<file path="src/source/display_pkg.sv">
/*
 * display package
 * 720p raster timing, screen layout, palette and the structs that carry
 * pixel position, sync and bar samples between the pipeline stages
 */
`default_nettype none

package display_pkg;

    // ======================================================================
    // types
    // ======================================================================
    typedef logic [11:0] coord_t;       // screen coordinate or counter
    typedef logic [23:0] rgb_t;         // red in [23:16], blue in [7:0]
    typedef logic [9:0]  bin_addr_t;    // spectrum bin address

    typedef struct packed {
        coord_t x;
        coord_t y;
        logic   active;
    } pixel_pos_t;

    typedef struct packed {
        logic hs;
        logic vs;
    } raster_sync_t;

    typedef struct packed {
        coord_t height;     // bar height in lines
        rgb_t   grade;      // colour picked from the height
    } bar_sample_t;

    // ======================================================================
    // 1280x720 timing, positive sync polarity
    // ======================================================================
    localparam int H_ACTIVE = 1280;
    localparam int H_FP     = 110;
    localparam int H_SYNC   = 40;
    localparam int H_BP     = 220;
    localparam int H_TOTAL  = 1650;

    localparam int V_ACTIVE = 720;
    localparam int V_FP     = 5;
    localparam int V_SYNC   = 5;
    localparam int V_BP     = 20;
    localparam int V_TOTAL  = 750;

    // screen layout, in active coordinates
    localparam coord_t TITLE_END    = 12'd50;
    localparam coord_t SPECTRUM_END = 12'd550;
    localparam coord_t FOOTER_START = 12'd580;
    localparam coord_t GRID_X       = 12'd100;
    localparam coord_t GRID_Y       = 12'd50;
    localparam coord_t BAR_MAX      = 12'd480;   // clamp for saturated bins
    localparam coord_t BAR_LIMIT    = 12'd2000;  // bin value that saturates
    localparam coord_t BAR_LIFT     = 12'd10;    // bars start above the floor

    // palette
    localparam rgb_t COL_FRAME  = 24'h4080FF;
    localparam rgb_t COL_TITLE  = 24'h1A1A2E;
    localparam rgb_t COL_GRID   = 24'h303030;
    localparam rgb_t COL_SEP    = 24'h0F0F23;
    localparam rgb_t COL_DIM    = 24'h404040;
    localparam rgb_t COL_GREEN  = 24'h00FF00;
    localparam rgb_t COL_RED    = 24'hFF0000;
    localparam rgb_t COL_YELLOW = 24'hFFFF00;
    localparam rgb_t COL_CYAN   = 24'h00FFFF;
    localparam rgb_t COL_LOW    = 24'h0080FF;
    localparam rgb_t COL_BLACK  = 24'h000000;
    localparam rgb_t COL_BG     = 24'h101014;   // spectrum background base

endpackage

`default_nettype wire

</file>
<file path="src/source/raster_timing.sv">
/*
 * raster timing
 * 1650x750 horizontal and vertical counters for 720p, registered sync,
 * active flag and active-area pixel coordinates
 */
`default_nettype none

module raster_timing (
    input  wire logic                  clk_pixel,
    input  wire logic                  rst_n,
    output display_pkg::pixel_pos_t    pos,
    output display_pkg::raster_sync_t  sync
);

    import display_pkg::*;

    localparam coord_t H_START = coord_t'(H_SYNC + H_BP);
    localparam coord_t H_STOP  = coord_t'(H_TOTAL - H_FP);
    localparam coord_t V_START = coord_t'(V_SYNC + V_BP);
    localparam coord_t V_STOP  = coord_t'(V_TOTAL - V_FP);

    coord_t h_cnt;
    coord_t v_cnt;
    logic   h_wrap;
    logic   h_active;
    logic   v_active;

    assign h_wrap   = (h_cnt == coord_t'(H_TOTAL - 1));
    assign h_active = (h_cnt >= H_START) && (h_cnt < H_STOP);
    assign v_active = (v_cnt >= V_START) && (v_cnt < V_STOP);

    // ======================================================================
    // counters
    // ======================================================================
    always_ff @(posedge clk_pixel or negedge rst_n) begin
        if (!rst_n) begin
            h_cnt <= '0;
        end else if (h_wrap) begin
            h_cnt <= '0;
        end else begin
            h_cnt <= h_cnt + 12'd1;
        end
    end

    // line counter only moves at the end of a line
    always_ff @(posedge clk_pixel or negedge rst_n) begin
        if (!rst_n) begin
            v_cnt <= '0;
        end else if (h_wrap) begin
            if (v_cnt == coord_t'(V_TOTAL - 1)) begin
                v_cnt <= '0;
            end else begin
                v_cnt <= v_cnt + 12'd1;
            end
        end
    end

    // ======================================================================
    // registered sync, active flag and coordinates
    // ======================================================================
    always_ff @(posedge clk_pixel or negedge rst_n) begin
        if (!rst_n) begin
            sync <= '0;
        end else begin
            sync.hs <= (h_cnt < coord_t'(H_SYNC));   // positive polarity
            sync.vs <= (v_cnt < coord_t'(V_SYNC));
        end
    end

    always_ff @(posedge clk_pixel or negedge rst_n) begin
        if (!rst_n) begin
            pos <= '0;
        end else begin
            pos.active <= h_active && v_active;
            pos.x      <= h_active ? (h_cnt - H_START) : '0;
            pos.y      <= v_active ? (v_cnt - V_START) : '0;
        end
    end

    // frame starts only on a line boundary
    a_vs_on_line_wrap : assert property (
        @(posedge clk_pixel) disable iff (!rst_n)
        $rose(sync.vs) |-> ($past(h_cnt) == '0)
    );

    // sync pulse sits in blanking
    a_no_active_in_hs : assert property (
        @(posedge clk_pixel) disable iff (!rst_n)
        !(pos.active && sync.hs)
    );

endmodule

`default_nettype wire

</file>
<file path="src/source/spectrum_column.sv">
/*
 * spectrum column
 * maps the pixel column to a spectrum bin address, scales the returned
 * bin value to a bar height and grades its colour
 */
`default_nettype none

module spectrum_column (
    input  wire logic                  clk_pixel,
    input  wire logic                  rst_n,
    input  wire display_pkg::pixel_pos_t pos,
    output display_pkg::bin_addr_t     spectrum_addr,
    input  wire logic [15:0]           spectrum_data,
    output display_pkg::bar_sample_t   bar
);

    import display_pkg::*;

    coord_t height_next;
    rgb_t   grade_next;

    // ======================================================================
    // bin addressing
    // ======================================================================
    // four pixels per bin, parked on the last bin during blanking
    always_comb begin
        if (pos.active) begin
            spectrum_addr = pos.x[11:2];
        end else begin
            spectrum_addr = '1;
        end
    end

    // ======================================================================
    // height scaling and grading
    // ======================================================================
    // word arrives one clock after the address
    always_comb begin
        if (spectrum_data > {4'd0, BAR_LIMIT}) begin
            height_next = BAR_MAX;             // saturated bin
        end else begin
            height_next = spectrum_data[15:4];
        end
    end

    always_comb begin
        if (height_next > 12'd400) begin
            grade_next = COL_RED;
        end else if (height_next > 12'd300) begin
            grade_next = COL_YELLOW;
        end else if (height_next > 12'd200) begin
            grade_next = COL_GREEN;
        end else if (height_next > 12'd100) begin
            grade_next = COL_CYAN;
        end else begin
            grade_next = COL_LOW;              // quiet bins stay blue
        end
    end

    always_ff @(posedge clk_pixel or negedge rst_n) begin
        if (!rst_n) begin
            bar <= '0;
        end else begin
            bar.height <= height_next;
            bar.grade  <= grade_next;
        end
    end

    // clamp keeps the bar inside the spectrum area
    a_height_clamped : assert property (
        @(posedge clk_pixel) disable iff (!rst_n)
        bar.height <= BAR_MAX
    );

endmodule

`default_nettype wire

</file>
<file path="src/source/screen_painter.sv">
/*
 * screen painter
 * lines up position and sync with the bar sample, picks the colour of
 * each active pixel by screen region and registers the video outputs
 */
`default_nettype none

module screen_painter (
    input  wire logic                    clk_pixel,
    input  wire logic                    rst_n,
    input  wire display_pkg::pixel_pos_t   pos,
    input  wire display_pkg::raster_sync_t sync,
    input  wire logic                    current_channel,
    input  wire display_pkg::bar_sample_t  bar,
    output display_pkg::rgb_t            rgb_out,
    output logic                         de_out,
    output logic                         hs_out,
    output logic                         vs_out
);

    import display_pkg::*;

    pixel_pos_t   pos_d1;
    pixel_pos_t   pos_d2;
    raster_sync_t sync_d1;
    raster_sync_t sync_d2;
    coord_t       px;
    coord_t       py;
    coord_t       bar_top;
    logic         on_grid;
    logic         side_border;
    rgb_t         rgb_next;

    // ======================================================================
    // alignment with the bar sample
    // ======================================================================
    // two stages match the address and memory read path
    always_ff @(posedge clk_pixel or negedge rst_n) begin
        if (!rst_n) begin
            pos_d1  <= '0;
            pos_d2  <= '0;
            sync_d1 <= '0;
            sync_d2 <= '0;
        end else begin
            pos_d1  <= pos;
            pos_d2  <= pos_d1;
            sync_d1 <= sync;
            sync_d2 <= sync_d1;
        end
    end

    assign px          = pos_d2.x;
    assign py          = pos_d2.y;
    assign bar_top     = SPECTRUM_END - BAR_LIFT - bar.height;
    assign on_grid     = ((px % GRID_X) == '0) || ((py % GRID_Y) == '0);
    assign side_border = (px < 12'd2) || (px >= coord_t'(H_ACTIVE - 2));

    // ======================================================================
    // region decode
    // ======================================================================
    always_comb begin
        rgb_next = COL_BLACK;
        if (pos_d2.active) begin
            if (py < TITLE_END) begin
                // title bar with its own frame
                if (px < 12'd5 || px >= coord_t'(H_ACTIVE - 5) ||
                    py < 12'd2 || py >= TITLE_END - 12'd2) begin
                    rgb_next = COL_FRAME;
                end else begin
                    rgb_next = COL_TITLE;
                end
                // channel indicator blocks, lit one at a time
                if (py >= 12'd15 && py < 12'd35) begin
                    if (px >= 12'd20 && px < 12'd120) begin
                        rgb_next = current_channel ? COL_DIM : COL_GREEN;
                    end else if (px >= 12'd140 && px < 12'd240) begin
                        rgb_next = current_channel ? COL_RED : COL_DIM;
                    end
                end
            end else if (py < SPECTRUM_END) begin
                if (on_grid) begin
                    rgb_next = COL_GRID;
                end else if (py >= bar_top) begin
                    rgb_next = bar.grade;
                end else begin
                    rgb_next = COL_BG + rgb_t'(py[8:6]);   // faint blue ramp
                end
            end else if (py < FOOTER_START) begin
                if (py == SPECTRUM_END || py == FOOTER_START - 12'd1) begin
                    rgb_next = COL_FRAME;   // separator edges
                end else begin
                    rgb_next = COL_SEP;
                end
            end else if (py >= coord_t'(V_ACTIVE - 2)) begin
                rgb_next = COL_FRAME;       // bottom border
            end

            // side borders win over every region
            if (side_border) begin
                rgb_next = COL_FRAME;
            end
        end
    end

    // ======================================================================
    // output registers
    // ======================================================================
    always_ff @(posedge clk_pixel or negedge rst_n) begin
        if (!rst_n) begin
            rgb_out <= COL_BLACK;
            de_out  <= 1'b0;
            hs_out  <= 1'b0;
            vs_out  <= 1'b0;
        end else begin
            rgb_out <= rgb_next;
            de_out  <= pos_d2.active;
            hs_out  <= sync_d2.hs;
            vs_out  <= sync_d2.vs;
        end
    end

endmodule

`default_nettype wire

</file>
<file path="src/source/hdmi_display_ctrl.sv">
/*
 * hdmi display controller
 * 720p frame generator for the two-channel spectrum view
 * chain is raster timing, spectrum column, screen painter
 */
`default_nettype none

module hdmi_display_ctrl (
    input  wire logic                clk_pixel,
    input  wire logic                rst_n,
    input  wire logic [15:0]         spectrum_data,
    output wire display_pkg::bin_addr_t spectrum_addr,
    input  wire logic                current_channel,
    output wire display_pkg::rgb_t   rgb_out,
    output wire logic                de_out,
    output wire logic                hs_out,
    output wire logic                vs_out
);

    import display_pkg::*;

    pixel_pos_t   pos;     // one cycle behind the counters
    raster_sync_t sync;
    bar_sample_t  bar;     // two cycles behind pos

    raster_timing u_raster_timing (
        .clk_pixel (clk_pixel),
        .rst_n     (rst_n),
        .pos       (pos),
        .sync      (sync)
    );

    spectrum_column u_spectrum_column (
        .clk_pixel     (clk_pixel),
        .rst_n         (rst_n),
        .pos           (pos),
        .spectrum_addr (spectrum_addr),
        .spectrum_data (spectrum_data),
        .bar           (bar)
    );

    // outputs land 4 cycles after the counters
    screen_painter u_screen_painter (
        .clk_pixel       (clk_pixel),
        .rst_n           (rst_n),
        .pos             (pos),
        .sync            (sync),
        .current_channel (current_channel),
        .bar             (bar),
        .rgb_out         (rgb_out),
        .de_out          (de_out),
        .hs_out          (hs_out),
        .vs_out          (vs_out)
    );

endmodule

`default_nettype wire

</file>
<file path="config.mk">
export PLATFORM = sky130hd
export DESIGN_NAME = hdmi_display_ctrl
export DESIGN_NICKNAME = d
export VERILOG_FILES = /design/src/source/display_pkg.sv /design/src/source/raster_timing.sv /design/src/source/spectrum_column.sv /design/src/source/screen_painter.sv /design/src/source/hdmi_display_ctrl.sv
export SDC_FILE = /design/constraint.sdc
export NUM_CORES = 1
export LEC_CHECK = 0
export ABC_AREA = 1
export ABC_CLOCK_PERIOD_IN_PS = 4450
export BUFFER_PORTS_ARGS = -buffer_cell sky130_fd_sc_hd__buf_4
export CORE_UTILIZATION = 50
export DETAILED_ROUTE_END_ITERATION = 7
export PLACE_DENSITY_LB_ADDON = 0.08
export RECOVER_POWER = 100
export SYNTH_ARGS = -nofsm -noshare
export SYNTH_HDL_FRONTEND = slang
export SYNTH_SLANG_ARGS = --single-unit
</file>
<file path="constraint.sdc">
create_clock -name clk_pixel -period 4.45 [get_ports clk_pixel]
set_input_delay 0.2225 -clock clk_pixel [delete_from_list [all_inputs] [get_ports clk_pixel]]
set_output_delay 0.2225 -clock clk_pixel [all_outputs]
set_load 0.01 [all_outputs]
</file>
==> impl_metrics.env, run 1 <==
export IMPL_cap_violations=1
export IMPL_pwr_share_seq_pct=48.3
export IMPL_ys_seq_area_share_pct=44.18
export IMPL_drtPass1Iterations=4
export IMPL_drcViolationCount=0
export IMPL_pin_count=56
export IMPL_rsz0062_at_grt="true"
export IMPL_drt_iter0_drc=290
export IMPL_gp_congestion=0.8793
export IMPL_mostFrequentLayoutCell="nand2_1"
export IMPL_crit_fanout=6
export IMPL_antenna_cells=0
export IMPL_start_util_pct=51.35
export IMPL_yosys_most_used_dff="dfrtp_1"
export IMPL_required_ps=4790
export IMPL_dieArea_um2=16830
export IMPL_clockPowerShare_pct=49.9
export IMPL_p_sw_uw=568.8
export IMPL_via_count=6549
export IMPL_mappedNetlistArea_um2=8157
export IMPL_ir_drop_v=0.0002568
export IMPL_timing_rr_start="u_screen_painter.py[8]"
export IMPL_async_flop_share_pct=100.0
export IMPL_via_per_inst=4.917
export IMPL_die_h_um=129.7
export IMPL_core_area_um2=15890
export IMPL_clockBufferDepth=2
export IMPL_hold_path_class="in -> reg"
export IMPL_relSlewSlack_pct=-68.32
export IMPL_hpwl_um=12320
export IMPL_dieWidth_um=129.7
export IMPL_layout_common_cells="nand2_1 (197), inv_1 (146), dfrtp_1 (140)"
export IMPL_arrival_ps=4740
export IMPL_numCtsBuffers=17
export IMPL_detail_route_wl_per_cell_um=12.45
export IMPL_tns_ps=0
export IMPL_tightestPinTransition_ps=2525
export IMPL_grt_pass1_vias=5844
export IMPL_finalNetCount=1148
export IMPL_cts_tree="done"
export IMPL_cts_root_buf="clkbuf_16"
export IMPL_min_from="spectrum_data[10]"
export IMPL_finalMaxSlewViolations=110
export IMPL_synth_area_top_cells="dfrtp_1 (44%), nand2_1 (9.5%), inv_1 (6.9%)"
export IMPL_hold_violations=0
export IMPL_final_util_pct=60.81
export IMPL_startpoint_type="flip-flop"
export IMPL_endpoint_kind="flip-flop"
export IMPL_critical_path_class="reg -> reg"
export IMPL_intPower_uw=2154
export IMPL_postRouteAntennaNets=0
export IMPL_power_frac_comb_pct=1.9
export IMPL_clk_pin_slew_ps=60
export IMPL_netlist_area_leader_share_pct=44.18
export IMPL_rows=46
export IMPL_power_uw=2723
export IMPL_yosys_area_top_type="dfrtp_1"
export IMPL_yosysUniqueCellTypes=47
export IMPL_holdWs_ps=26.57
export IMPL_fin_crit_ps=4394
export IMPL_cts_sinks=144
export IMPL_p_per_area_nw_per_um2=281.9
export IMPL_fill_cells=1469
export IMPL_yosysWarnings=0
export IMPL_drive_gt1_share_pct=18.73
export IMPL_post_route_period_util_pct=98.75
export IMPL_leakage_uw=0.005091
export IMPL_synthCells=1024
export IMPL_port_buffers=55
export IMPL_post_place_ws_ps=30.06
export IMPL_switching_share_pct=20.89
export IMPL_worstSkewPairLatency_ps=420
export IMPL_synth_edf_count=0
export IMPL_grt_total_usage_pct=20.52
export IMPL_wirelength_um=16590
export IMPL_antenna_found_initial=0
export IMPL_syn_avg_cell_area_um2=7.965
export IMPL_status="complete, but fails checks"
export IMPL_syn_to_final_growth_pct=18.42
export IMPL_grt_ovfl_total=0
export IMPL_grt_max_degree=110
export IMPL_max_freq_mhz=227.6
export IMPL_cp_slowest_cell="dfrtp_2"
export IMPL_worstSetupStartpoint="u_screen_painter.py[8]"
export IMPL_slowest_delay_ps=450
export IMPL_critPathMostFrequentCell="nand2_4"
export IMPL_fin_skew_ps=5.399
export IMPL_ys_seq_elements=144
export IMPL_grt_pass1_wl_um=26900
export IMPL_setup_ws_ps=55.73
export IMPL_setup_viol_count_final=0
export IMPL_violations="max-capacitance violations, max-slew violations"
export IMPL_htree_num_levels=4
==> per-stage QoR <==
stage / std cells / area, um^2
after floorplan: 1026 / 8164
after global placement: 1284 / 8800
after detailed placement: 1284 / 8800
after CTS: 1317 / 9387
after global routing: 1332 / 9659
final: 1332 / 9659
==> per-layer routing <==
metal / global-route usage, % / vias to the layer above / part of all wire [%]
li1: - / 3447 / -
met3: 4.756 / 27 / 4.0
met4: 8.276 / 0 / 2.0
met5: 0 / - / 0
met1: 26.94 / 2969 / 47
met2: 32.90 / 106 / 47
==> worst max-delay path: cells and delay by family, from the launching register on <==
| family | cells | cell delay, ps |
|---|---|---|
| flip-flops | 1 | 450 |
| AND/OR/NAND/NOR | 28 | 2760 |
| buffers and inverters | 3 | 290 |
| adder cells (fa/ha/maj) | 1 | 180 |
| AO/OA/AOI/OAI | 5 | 670 |
==> flip-flops by register name (all words and copies together), names as in the netlist, 2 cells and up <==
register                  cells
u_raster_timing.pos          25
u_screen_painter.pos_d1      25
u_screen_painter.rgb_out     20
u_spectrum_column.bar        16
u_raster_timing.h_cnt        12
u_raster_timing.v_cnt        12
u_screen_painter.px          12
u_screen_painter.py          12
u_raster_timing.sync          2
u_screen_painter.sync_d1      2
u_screen_painter.sync_d2      2
==> path summary, 6_finish.rpt <==
path,end,slack (ps),cells past startpoint
setup / recovery,u_screen_painter.rgb_out[1],60,37
hold / removal,u_spectrum_column.bar[30],30,3
setup reg to reg,u_screen_painter.rgb_out[1],60,37
hold reg to reg,u_screen_painter.pos_d1[1],350,0
max in group asynchronous,u_raster_timing.h_cnt[7],1390,3
min in group asynchronous,u_screen_painter.rgb_out[5],1110,2
==> kinds of logic after synthesis <==
kind of cell,synth area share [%]
simple gates,31.14
fa+ha+maj,3.835
other cells,0.04598
xor+xnor,3.544
compound gates,8.667
flops,44.18
buf+inv,8.590
==> repair_timing <==
item                       CTS  global route
hold endpoints to repair   109             0
gates resized for setup      0            74
hold buffers                 2             0
buffers inserted             0            15
setup endpoints to repair    0            20
==> cells in the mapped netlist (2+ instances only) <==
cell and count:
nor2_2 5, nand2_1 207, a21oi_1 43, inv_2 15, xnor2_1 6, o211ai_1 6
nand2_4 14, nor2_1 105, buf_2 2, nand4_4 2, a31oi_1 7, inv_1 149
ha_1 25, nand3b_1 3, nand4_1 20, o21ai_1 10, clkbuf_1 11, o21ai_0 33
buf_4 4, nor4_1 11, nand4_2 5, o21ai_2 3, nand2_2 37, nor2_4 5
nor3b_1 3, dfrtp_1 144, o21bai_1 3, o21a_1 4, a221oi_1 2, a21oi_2 3
or2_2 5, nor3_1 28, nand3_1 59, xor2_1 27, nand3_2 5, a31o_2 2
==> power groups by stage <==
stage,Sequential (uW),Combinational [uW],Clock [uW]
finish,1310,50.6,1360
global route,1310,59.9,1450
CTS,1310,55.1,1390
detailed placement,1340,53.4,0
global placement,1340,53.1,0
floorplan,1340,11.2,0
==> final cells by class <==
class / count / area [um^2] / share of cell area (%)
flip-flops and latches: 144 / 3608 / 37.36
well taps: 216 / 270.3 / 2.798
repair buffers: 76 / 427.9 / 4.430
inverters: 165 / 621.8 / 6.438
clock buffers: 19 / 432.9 / 4.482
clock inverters: 12 / 133.9 / 1.386
multi-input cells: 700 / 4164 / 43.11
(Power assumes the default switching activity.)
==> run 2: changes to the inputs <==
==> constraint.sdc (replaced) <==
create_clock -name clk_pixel -period 4.45 [get_ports clk_pixel]
set_input_delay 0.445 -clock clk_pixel [delete_from_list [all_inputs] [get_ports clk_pixel]]
set_output_delay 0.445 -clock clk_pixel [all_outputs]
set_load 0.005 [all_outputs]
==> run 2 against run 1 <==
  * Clock skew grew 1.4 ps
  * Largest power group unchanged
  * Sequential share of layout area shrank 1.1 points
  * Power grew 4.9%
  * Non-clock buffer count grew 8
  * Clock power grew 9.6%
  * Via count grew 0.60%
  * Core utilization grew 1.9 points
  * The run still ends with max-capacitance violations, max-slew violations left
==> impl_metrics.env, run 2 (synthesis gave the netlist of run 1 again) <==
export IMPL_arrival_ps=4690
export IMPL_rows=46
export IMPL_worstSkewPairLatency_ps=420
export IMPL_leakage_uw=0.005278
export IMPL_drt_iter0_drc=345
export IMPL_finalMaxSlewViolations=113
export IMPL_grt_pass1_wl_um=26730
export IMPL_layout_common_cells="nand2_1 (190), inv_1 (145), dfrtp_1 (140)"
export IMPL_required_ps=4720
export IMPL_grt_ovfl_total=0
export IMPL_die_h_um=129.7
export IMPL_htree_num_levels=4
export IMPL_clk_pin_slew_ps=60
export IMPL_drcViolationCount=0
export IMPL_post_place_ws_ps=79.26
export IMPL_pin_count=56
export IMPL_dp_cells=1283
export IMPL_max_freq_mhz=226.5
export IMPL_setup_ws_ps=34.01
export IMPL_post_route_period_util_pct=99.24
export IMPL_reg_top3="u_raster_timing.pos x25, u_screen_painter.pos_d1 x25, u_screen_painter.rgb_out x20"
export IMPL_start_util_pct=51.35
export IMPL_startpoint_type="flip-flop"
export IMPL_hold_violations=0
export IMPL_numCtsBuffers=17
export IMPL_pwr_share_seq_pct=46.0
export IMPL_clockPowerShare_pct=52.2
export IMPL_clockBufferDepth=2
export IMPL_hold_path_class="in -> reg"
export IMPL_min_from="spectrum_data[9]"
export IMPL_endpoint_kind="flip-flop"
export IMPL_violations="max-capacitance violations, max-slew violations"
export IMPL_switching_share_pct=20.06
export IMPL_grt_pass1_vias=5875
export IMPL_intPower_uw=2283
export IMPL_syn_to_final_growth_pct=22.18
export IMPL_cap_violations=1
export IMPL_slowest_delay_ps=460
export IMPL_gp_congestion=0.9046
export IMPL_path_delay_family="simple AND/OR/NAND/NOR gates"
export IMPL_setup_viol_count_final=0
export IMPL_antenna_found_initial=0
export IMPL_drtPass1Iterations=5
export IMPL_ff2ff_path_depth=40
export IMPL_core_area_um2=15890
export IMPL_wirelength_um=16740
export IMPL_via_per_inst=4.913
export IMPL_dieWidth_um=129.7
export IMPL_status="complete, but fails checks"
export IMPL_crit_fanout=7
export IMPL_r2r_slack_ps=30
export IMPL_fill_cells=1389
export IMPL_p_per_area_nw_per_um2=286.5
export IMPL_dieArea_um2=16830
export IMPL_timing_rr_start="u_screen_painter.py[8]"
export IMPL_fin_skew_ps=6.792
export IMPL_port_buffers=55
export IMPL_tns_ps=0
export IMPL_critPathBufInv=3
export IMPL_placed_area_um2=8792
export IMPL_power_frac_comb_pct=1.8
export IMPL_path_depth=40
export IMPL_cts_tree="done"
export IMPL_hold_path_cell_count=3
export IMPL_rsz0062_at_grt="true"
export IMPL_fin_crit_ps=4416
export IMPL_hpwl_um=12340
export IMPL_drive_gt1_share_pct=22.84
export IMPL_detail_route_wl_per_cell_um=12.48
export IMPL_cts_sinks=144
export IMPL_tightestPinTransition_ps=2629
export IMPL_mostFrequentLayoutCell="nand2_1"
export IMPL_grt_max_degree=113
export IMPL_via_count=6588
export IMPL_grt_total_usage_pct=20.29
export IMPL_antenna_cells=0
export IMPL_ir_drop_v=0.0002564
export IMPL_finalNetCount=1156
export IMPL_relSlewSlack_pct=-75.24
export IMPL_cts_root_buf="clkbuf_16"
export IMPL_critical_path_class="reg -> reg"
export IMPL_cp_slowest_cell="dfrtp_2"
export IMPL_worstSetupStartpoint="u_screen_painter.py[8]"
export IMPL_fin_cells=1341
export IMPL_p_sw_uw=572.9
export IMPL_postRouteAntennaNets=0
export IMPL_critPathMostFrequentCell="nand2_4"
export IMPL_final_area_um2=9966
-- run 2: cell count changes in the layout (fill, tap and decap cells not counted), moves of 6 or more --
| cell | before | now |
|---|---|---|
| nand2_1 | 197 | 190 |
| buf_4 | 34 | 43 |
| nand2_2 | 29 | 35 |
| clkbuf_1 | 40 | 9 |
| clkbuf_4 | 0 | 30 |
-- run 2: final timing paths --
check	to
setup / recovery	u_screen_painter.rgb_out[15]
hold / removal	u_spectrum_column.bar[29]
setup reg to reg	u_screen_painter.rgb_out[15]
hold reg to reg	u_screen_painter.sync_d2[0]
max in group asynchronous	u_screen_painter.py[7]
min in group asynchronous	u_screen_painter.rgb_out[5]
-- run 2: timing repair --
action / 4_1_cts / 5_1_grt
endpoints found under the setup margin: 0 / 20
resized for setup: 0 / 92
buffers inserted: 0 / 26
hold buffers: 0 / 0
-- run 2: power by group through the flow --
stage	sequential [uW]	clock (uW)	combinational, uW
2_1_floorplan	1340	0	11.2
3_3_place_gp	1340	0	53.3
3_5_place_dp	1340	0	53.8
4_1_cts	1310	1520	53.8
5_1_grt	1310	1560	59.7
6_report	1310	1490	50.2
-- run 2: metal layers --
layer  vias up  global-route usage (%)  wire [um]
li1       3449                       -          -
met1      3003                   27.06       7987
met2       108                   32.71       7878
met3        28                   4.469        585
met4         0                   7.182        287
met5         -                       0          0
-- run 2: worst min-delay path, delay by kind of cell --
family / cells / cell delay, ps
simple gates: 1 / 50
buf+inv: 2 / 130
-- run 2: layout make-up --
class | count | area (um^2) | share of cell area, %
Multi-Input combinational cell | 700 | 4238 | 42.52
Sequential cell | 144 | 3608 | 36.21
Inverter | 165 | 624.3 | 6.265
Timing Repair Buffer | 84 | 599.3 | 6.014
Clock buffer | 19 | 442.9 | 4.444
Tap cell | 216 | 270.3 | 2.712
Clock inverter | 13 | 182.7 | 1.833
-- run 2: metrics by stage --
step	hold WS, ps	total power (uW)	utilization [%]
4_1_cts	189.6	2888	59.29
2_1_floorplan	149.4	1349	-
6_report	230.6	2855	62.74
3_3_place_gp	331.5	1391	55.35
5_1_grt	240.1	2938	62.74
3_5_place_dp	334.7	1392	55.35
==> run 3: changes to the inputs <==
- CORE_UTILIZATION: 50 -> 31
- GPL_TIMING_DRIVEN: not set -> 0
- REMOVE_ABC_BUFFERS: not set -> 1
==> run 3 against run 2 <==
  * The flow still finishes with violations (max-capacitance violations, max-slew violations)
  * Sequential cell count did not move
  * Cell count rose by 8.2%
  * Non-clock buffer count fell by 9
  * Worst setup slack improved by 10 ps
  * Highest routed layer unchanged
  * Via count fell by 0.93%
  * Sequential power barely moved
  * Clock-buffer cell count fell by 1
  * Critical endpoint is now u_screen_painter.rgb_out[10]
==> impl_metrics.env, run 3 (synthesis gave the netlist of run 1 again) <==
export IMPL_power_uw=2823
export IMPL_critPathBufInv=4
export IMPL_drt_iter0_drc=270
export IMPL_layout_common_cells="nand2_1 (195), inv_1 (145), dfrtp_1 (139)"
export IMPL_post_route_period_util_pct=99.01
export IMPL_switching_share_pct=22.44
export IMPL_arrival_ps=4710
export IMPL_violations="max-capacitance violations, max-slew violations"
export IMPL_finalNetCount=1147
export IMPL_grt_pass1_wl_um=30500
export IMPL_worstSkewPairLatency_ps=410
export IMPL_rows=59
export IMPL_htree_num_levels=4
export IMPL_cap_violations=1
export IMPL_grt_ovfl_total=0
export IMPL_crit_fanout=7
export IMPL_dieWidth_um=164.2
export IMPL_leakage_uw=0.005197
export IMPL_die_h_um=164.2
export IMPL_via_count=6527
export IMPL_fin_skew_ps=7.123
export IMPL_drcViolationCount=0
export IMPL_core_area_um2=25910
export IMPL_pwr_share_seq_pct=46.6
export IMPL_status="complete, but fails checks"
export IMPL_fin_cells=1451
export IMPL_startpoint_type="flip-flop"
export IMPL_via_per_inst=4.498
export IMPL_p_per_area_nw_per_um2=283.3
export IMPL_endpoint_kind="flip-flop"
export IMPL_clk_pin_slew_ps=60
export IMPL_postRouteAntennaNets=0
export IMPL_gp_congestion=0.8061
export IMPL_drtPass1Iterations=5
export IMPL_pin_count=56
export IMPL_grt_pass1_vias=6135
export IMPL_reg_top3="u_raster_timing.pos x25, u_screen_painter.pos_d1 x25, u_screen_painter.rgb_out x20"
export IMPL_hold_violations=0
export IMPL_required_ps=4760
export IMPL_path_depth=42
export IMPL_slowest_delay_ps=450
export IMPL_tns_ps=0
export IMPL_hold_path_cell_count=3
export IMPL_tightestPinTransition_ps=2170
export IMPL_critical_path_class="reg -> reg"
export IMPL_cp_slowest_cell="dfrtp_2"
export IMPL_mostFrequentLayoutCell="nand2_1"
export IMPL_wirelength_um=18440
export IMPL_intPower_uw=2189
export IMPL_p_sw_uw=633.5
export IMPL_power_frac_comb_pct=1.8
export IMPL_fin_crit_ps=4406
export IMPL_syn_to_final_growth_pct=22.15
export IMPL_port_buffers=55
export IMPL_critPathMostFrequentCell="nand2_4"
export IMPL_antenna_found_initial=0
export IMPL_finalMaxSlewViolations=89
export IMPL_hold_path_class="in -> reg"
export IMPL_antenna_cells=0
export IMPL_dieArea_um2=26960
export IMPL_cts_sinks=144
export IMPL_clockPowerShare_pct=51.6
export IMPL_rsz0062_at_grt="true"
export IMPL_hpwl_um=14080
export IMPL_clockBufferDepth=2
export IMPL_numCtsBuffers=17
export IMPL_dp_cells=1400
export IMPL_max_freq_mhz=227.0
export IMPL_drive_gt1_share_pct=22.22
export IMPL_ff2ff_path_depth=42
export IMPL_detail_route_wl_per_cell_um=12.71
export IMPL_grt_max_degree=89
export IMPL_ir_drop_v=0.0002207
export IMPL_path_delay_family="simple AND/OR/NAND/NOR gates"
export IMPL_setup_viol_count_final=0
export IMPL_start_util_pct=31.48
export IMPL_cts_root_buf="clkbuf_16"
export IMPL_cts_tree="done"
export IMPL_grt_total_usage_pct=14.31
export IMPL_relSlewSlack_pct=-44.65
-- run 3: cell types whose count changed in the layout (fill, tap and decap cells not counted), moves of 3 or more --
| cell | delta |
|---|---|
| buf_4 | -9 |
| nand2_1 | +5 |
| clkinv_2 | -4 |
| nand3_4 | -4 |
| a21oi_1 | -3 |
| a21oi_2 | +3 |
| inv_8 | +3 |
| nand2_4 | -3 |
-- run 3: metrics by stage --
| step | worst slack (ps) | hold slack [ps] | utilization [%] | instance area [um^2] |
|---|---|---|---|---|
| finish | 44.00 | 275.0 | 38.45 | 9963 |
| global route | -334.9 | 278.2 | 38.45 | 9963 |
| CTS | 0.6755 | 127.9 | 37.22 | 9643 |
| detailed placement | -149.1 | 334.7 | 34.53 | 8946 |
| global placement | -150.1 | 333.0 | 34.41 | 8915 |
| floorplan | 495.8 | 149.4 | - | 8083 |
-- run 3: area by class of cell --
cell class	instances	area [um^2]
Multi-Input combinational cell	700	4173
Fill cell	2676	15950
Sequential cell	144	3610
Timing Repair Buffer	75	524.3
Inverter	165	629.4
Tap cell	335	419.2
Clock inverter	14	168.9
Clock buffer	18	439.2
-- run 3: timing repair --
item | in CTS | in global routing
cloned | 0 | 0
setup endpoints to repair | 17 | 20
pin swaps | 3 | 41
resized for setup | 12 | 71
hold buffers | 0 | 0
setup buffers | 5 | 14
-- run 3: final timing paths --
kind	slack, ps	startpoint	end
min in group asynchronous	660	rst_n	u_screen_painter.rgb_out[5]
setup / recovery	40	u_screen_painter.py[8]	u_screen_painter.rgb_out[10]
setup reg to reg	40	u_screen_painter.py[8]	u_screen_painter.rgb_out[10]
hold reg to reg	350	u_raster_timing.pos[8]	u_screen_painter.pos_d1[8]
hold / removal	280	spectrum_data[15]	u_spectrum_column.bar[22]
max in group asynchronous	1510	rst_n	u_raster_timing.pos[21]
-- run 3: worst reg2reg max path: cells and delay by family (launching register included) --
| kind | cells | cell delay, ps |
|---|---|---|
| AND/OR/NAND/NOR | 37 | 3410 |
| adder cells (fa/ha/maj) | 1 | 250 |
| buffers and inverters | 4 | 210 |
| flip-flops | 1 | 450 |
-- run 3: per-layer routing --
| layer | routed length, um | up-vias | part of all wire (%) | global-route usage, % |
|---|---|---|---|---|
| met2 | 8818 | 82 | 48 | 23.46 |
| met4 | 231 | 0 | 1.3 | 3.662 |
| met5 | 0 | - | 0 | 0 |
| met3 | 508 | 17 | 2.8 | 3.131 |
| li1 | - | 3443 | - | - |
| met1 | 8882 | 2985 | 48 | 18.97 |
-- run 3: power by group through the flow --
stage | clock network [uW] | logic [uW] | registers (uW)
after floorplan | 0 | 11.2 | 1340
after global placement | 0 | 53.6 | 1340
after detailed placement | 0 | 57.2 | 1340
after CTS | 1510 | 57.4 | 1310
after global routing | 1570 | 60.4 | 1310
final | 1460 | 50.8 | 1310
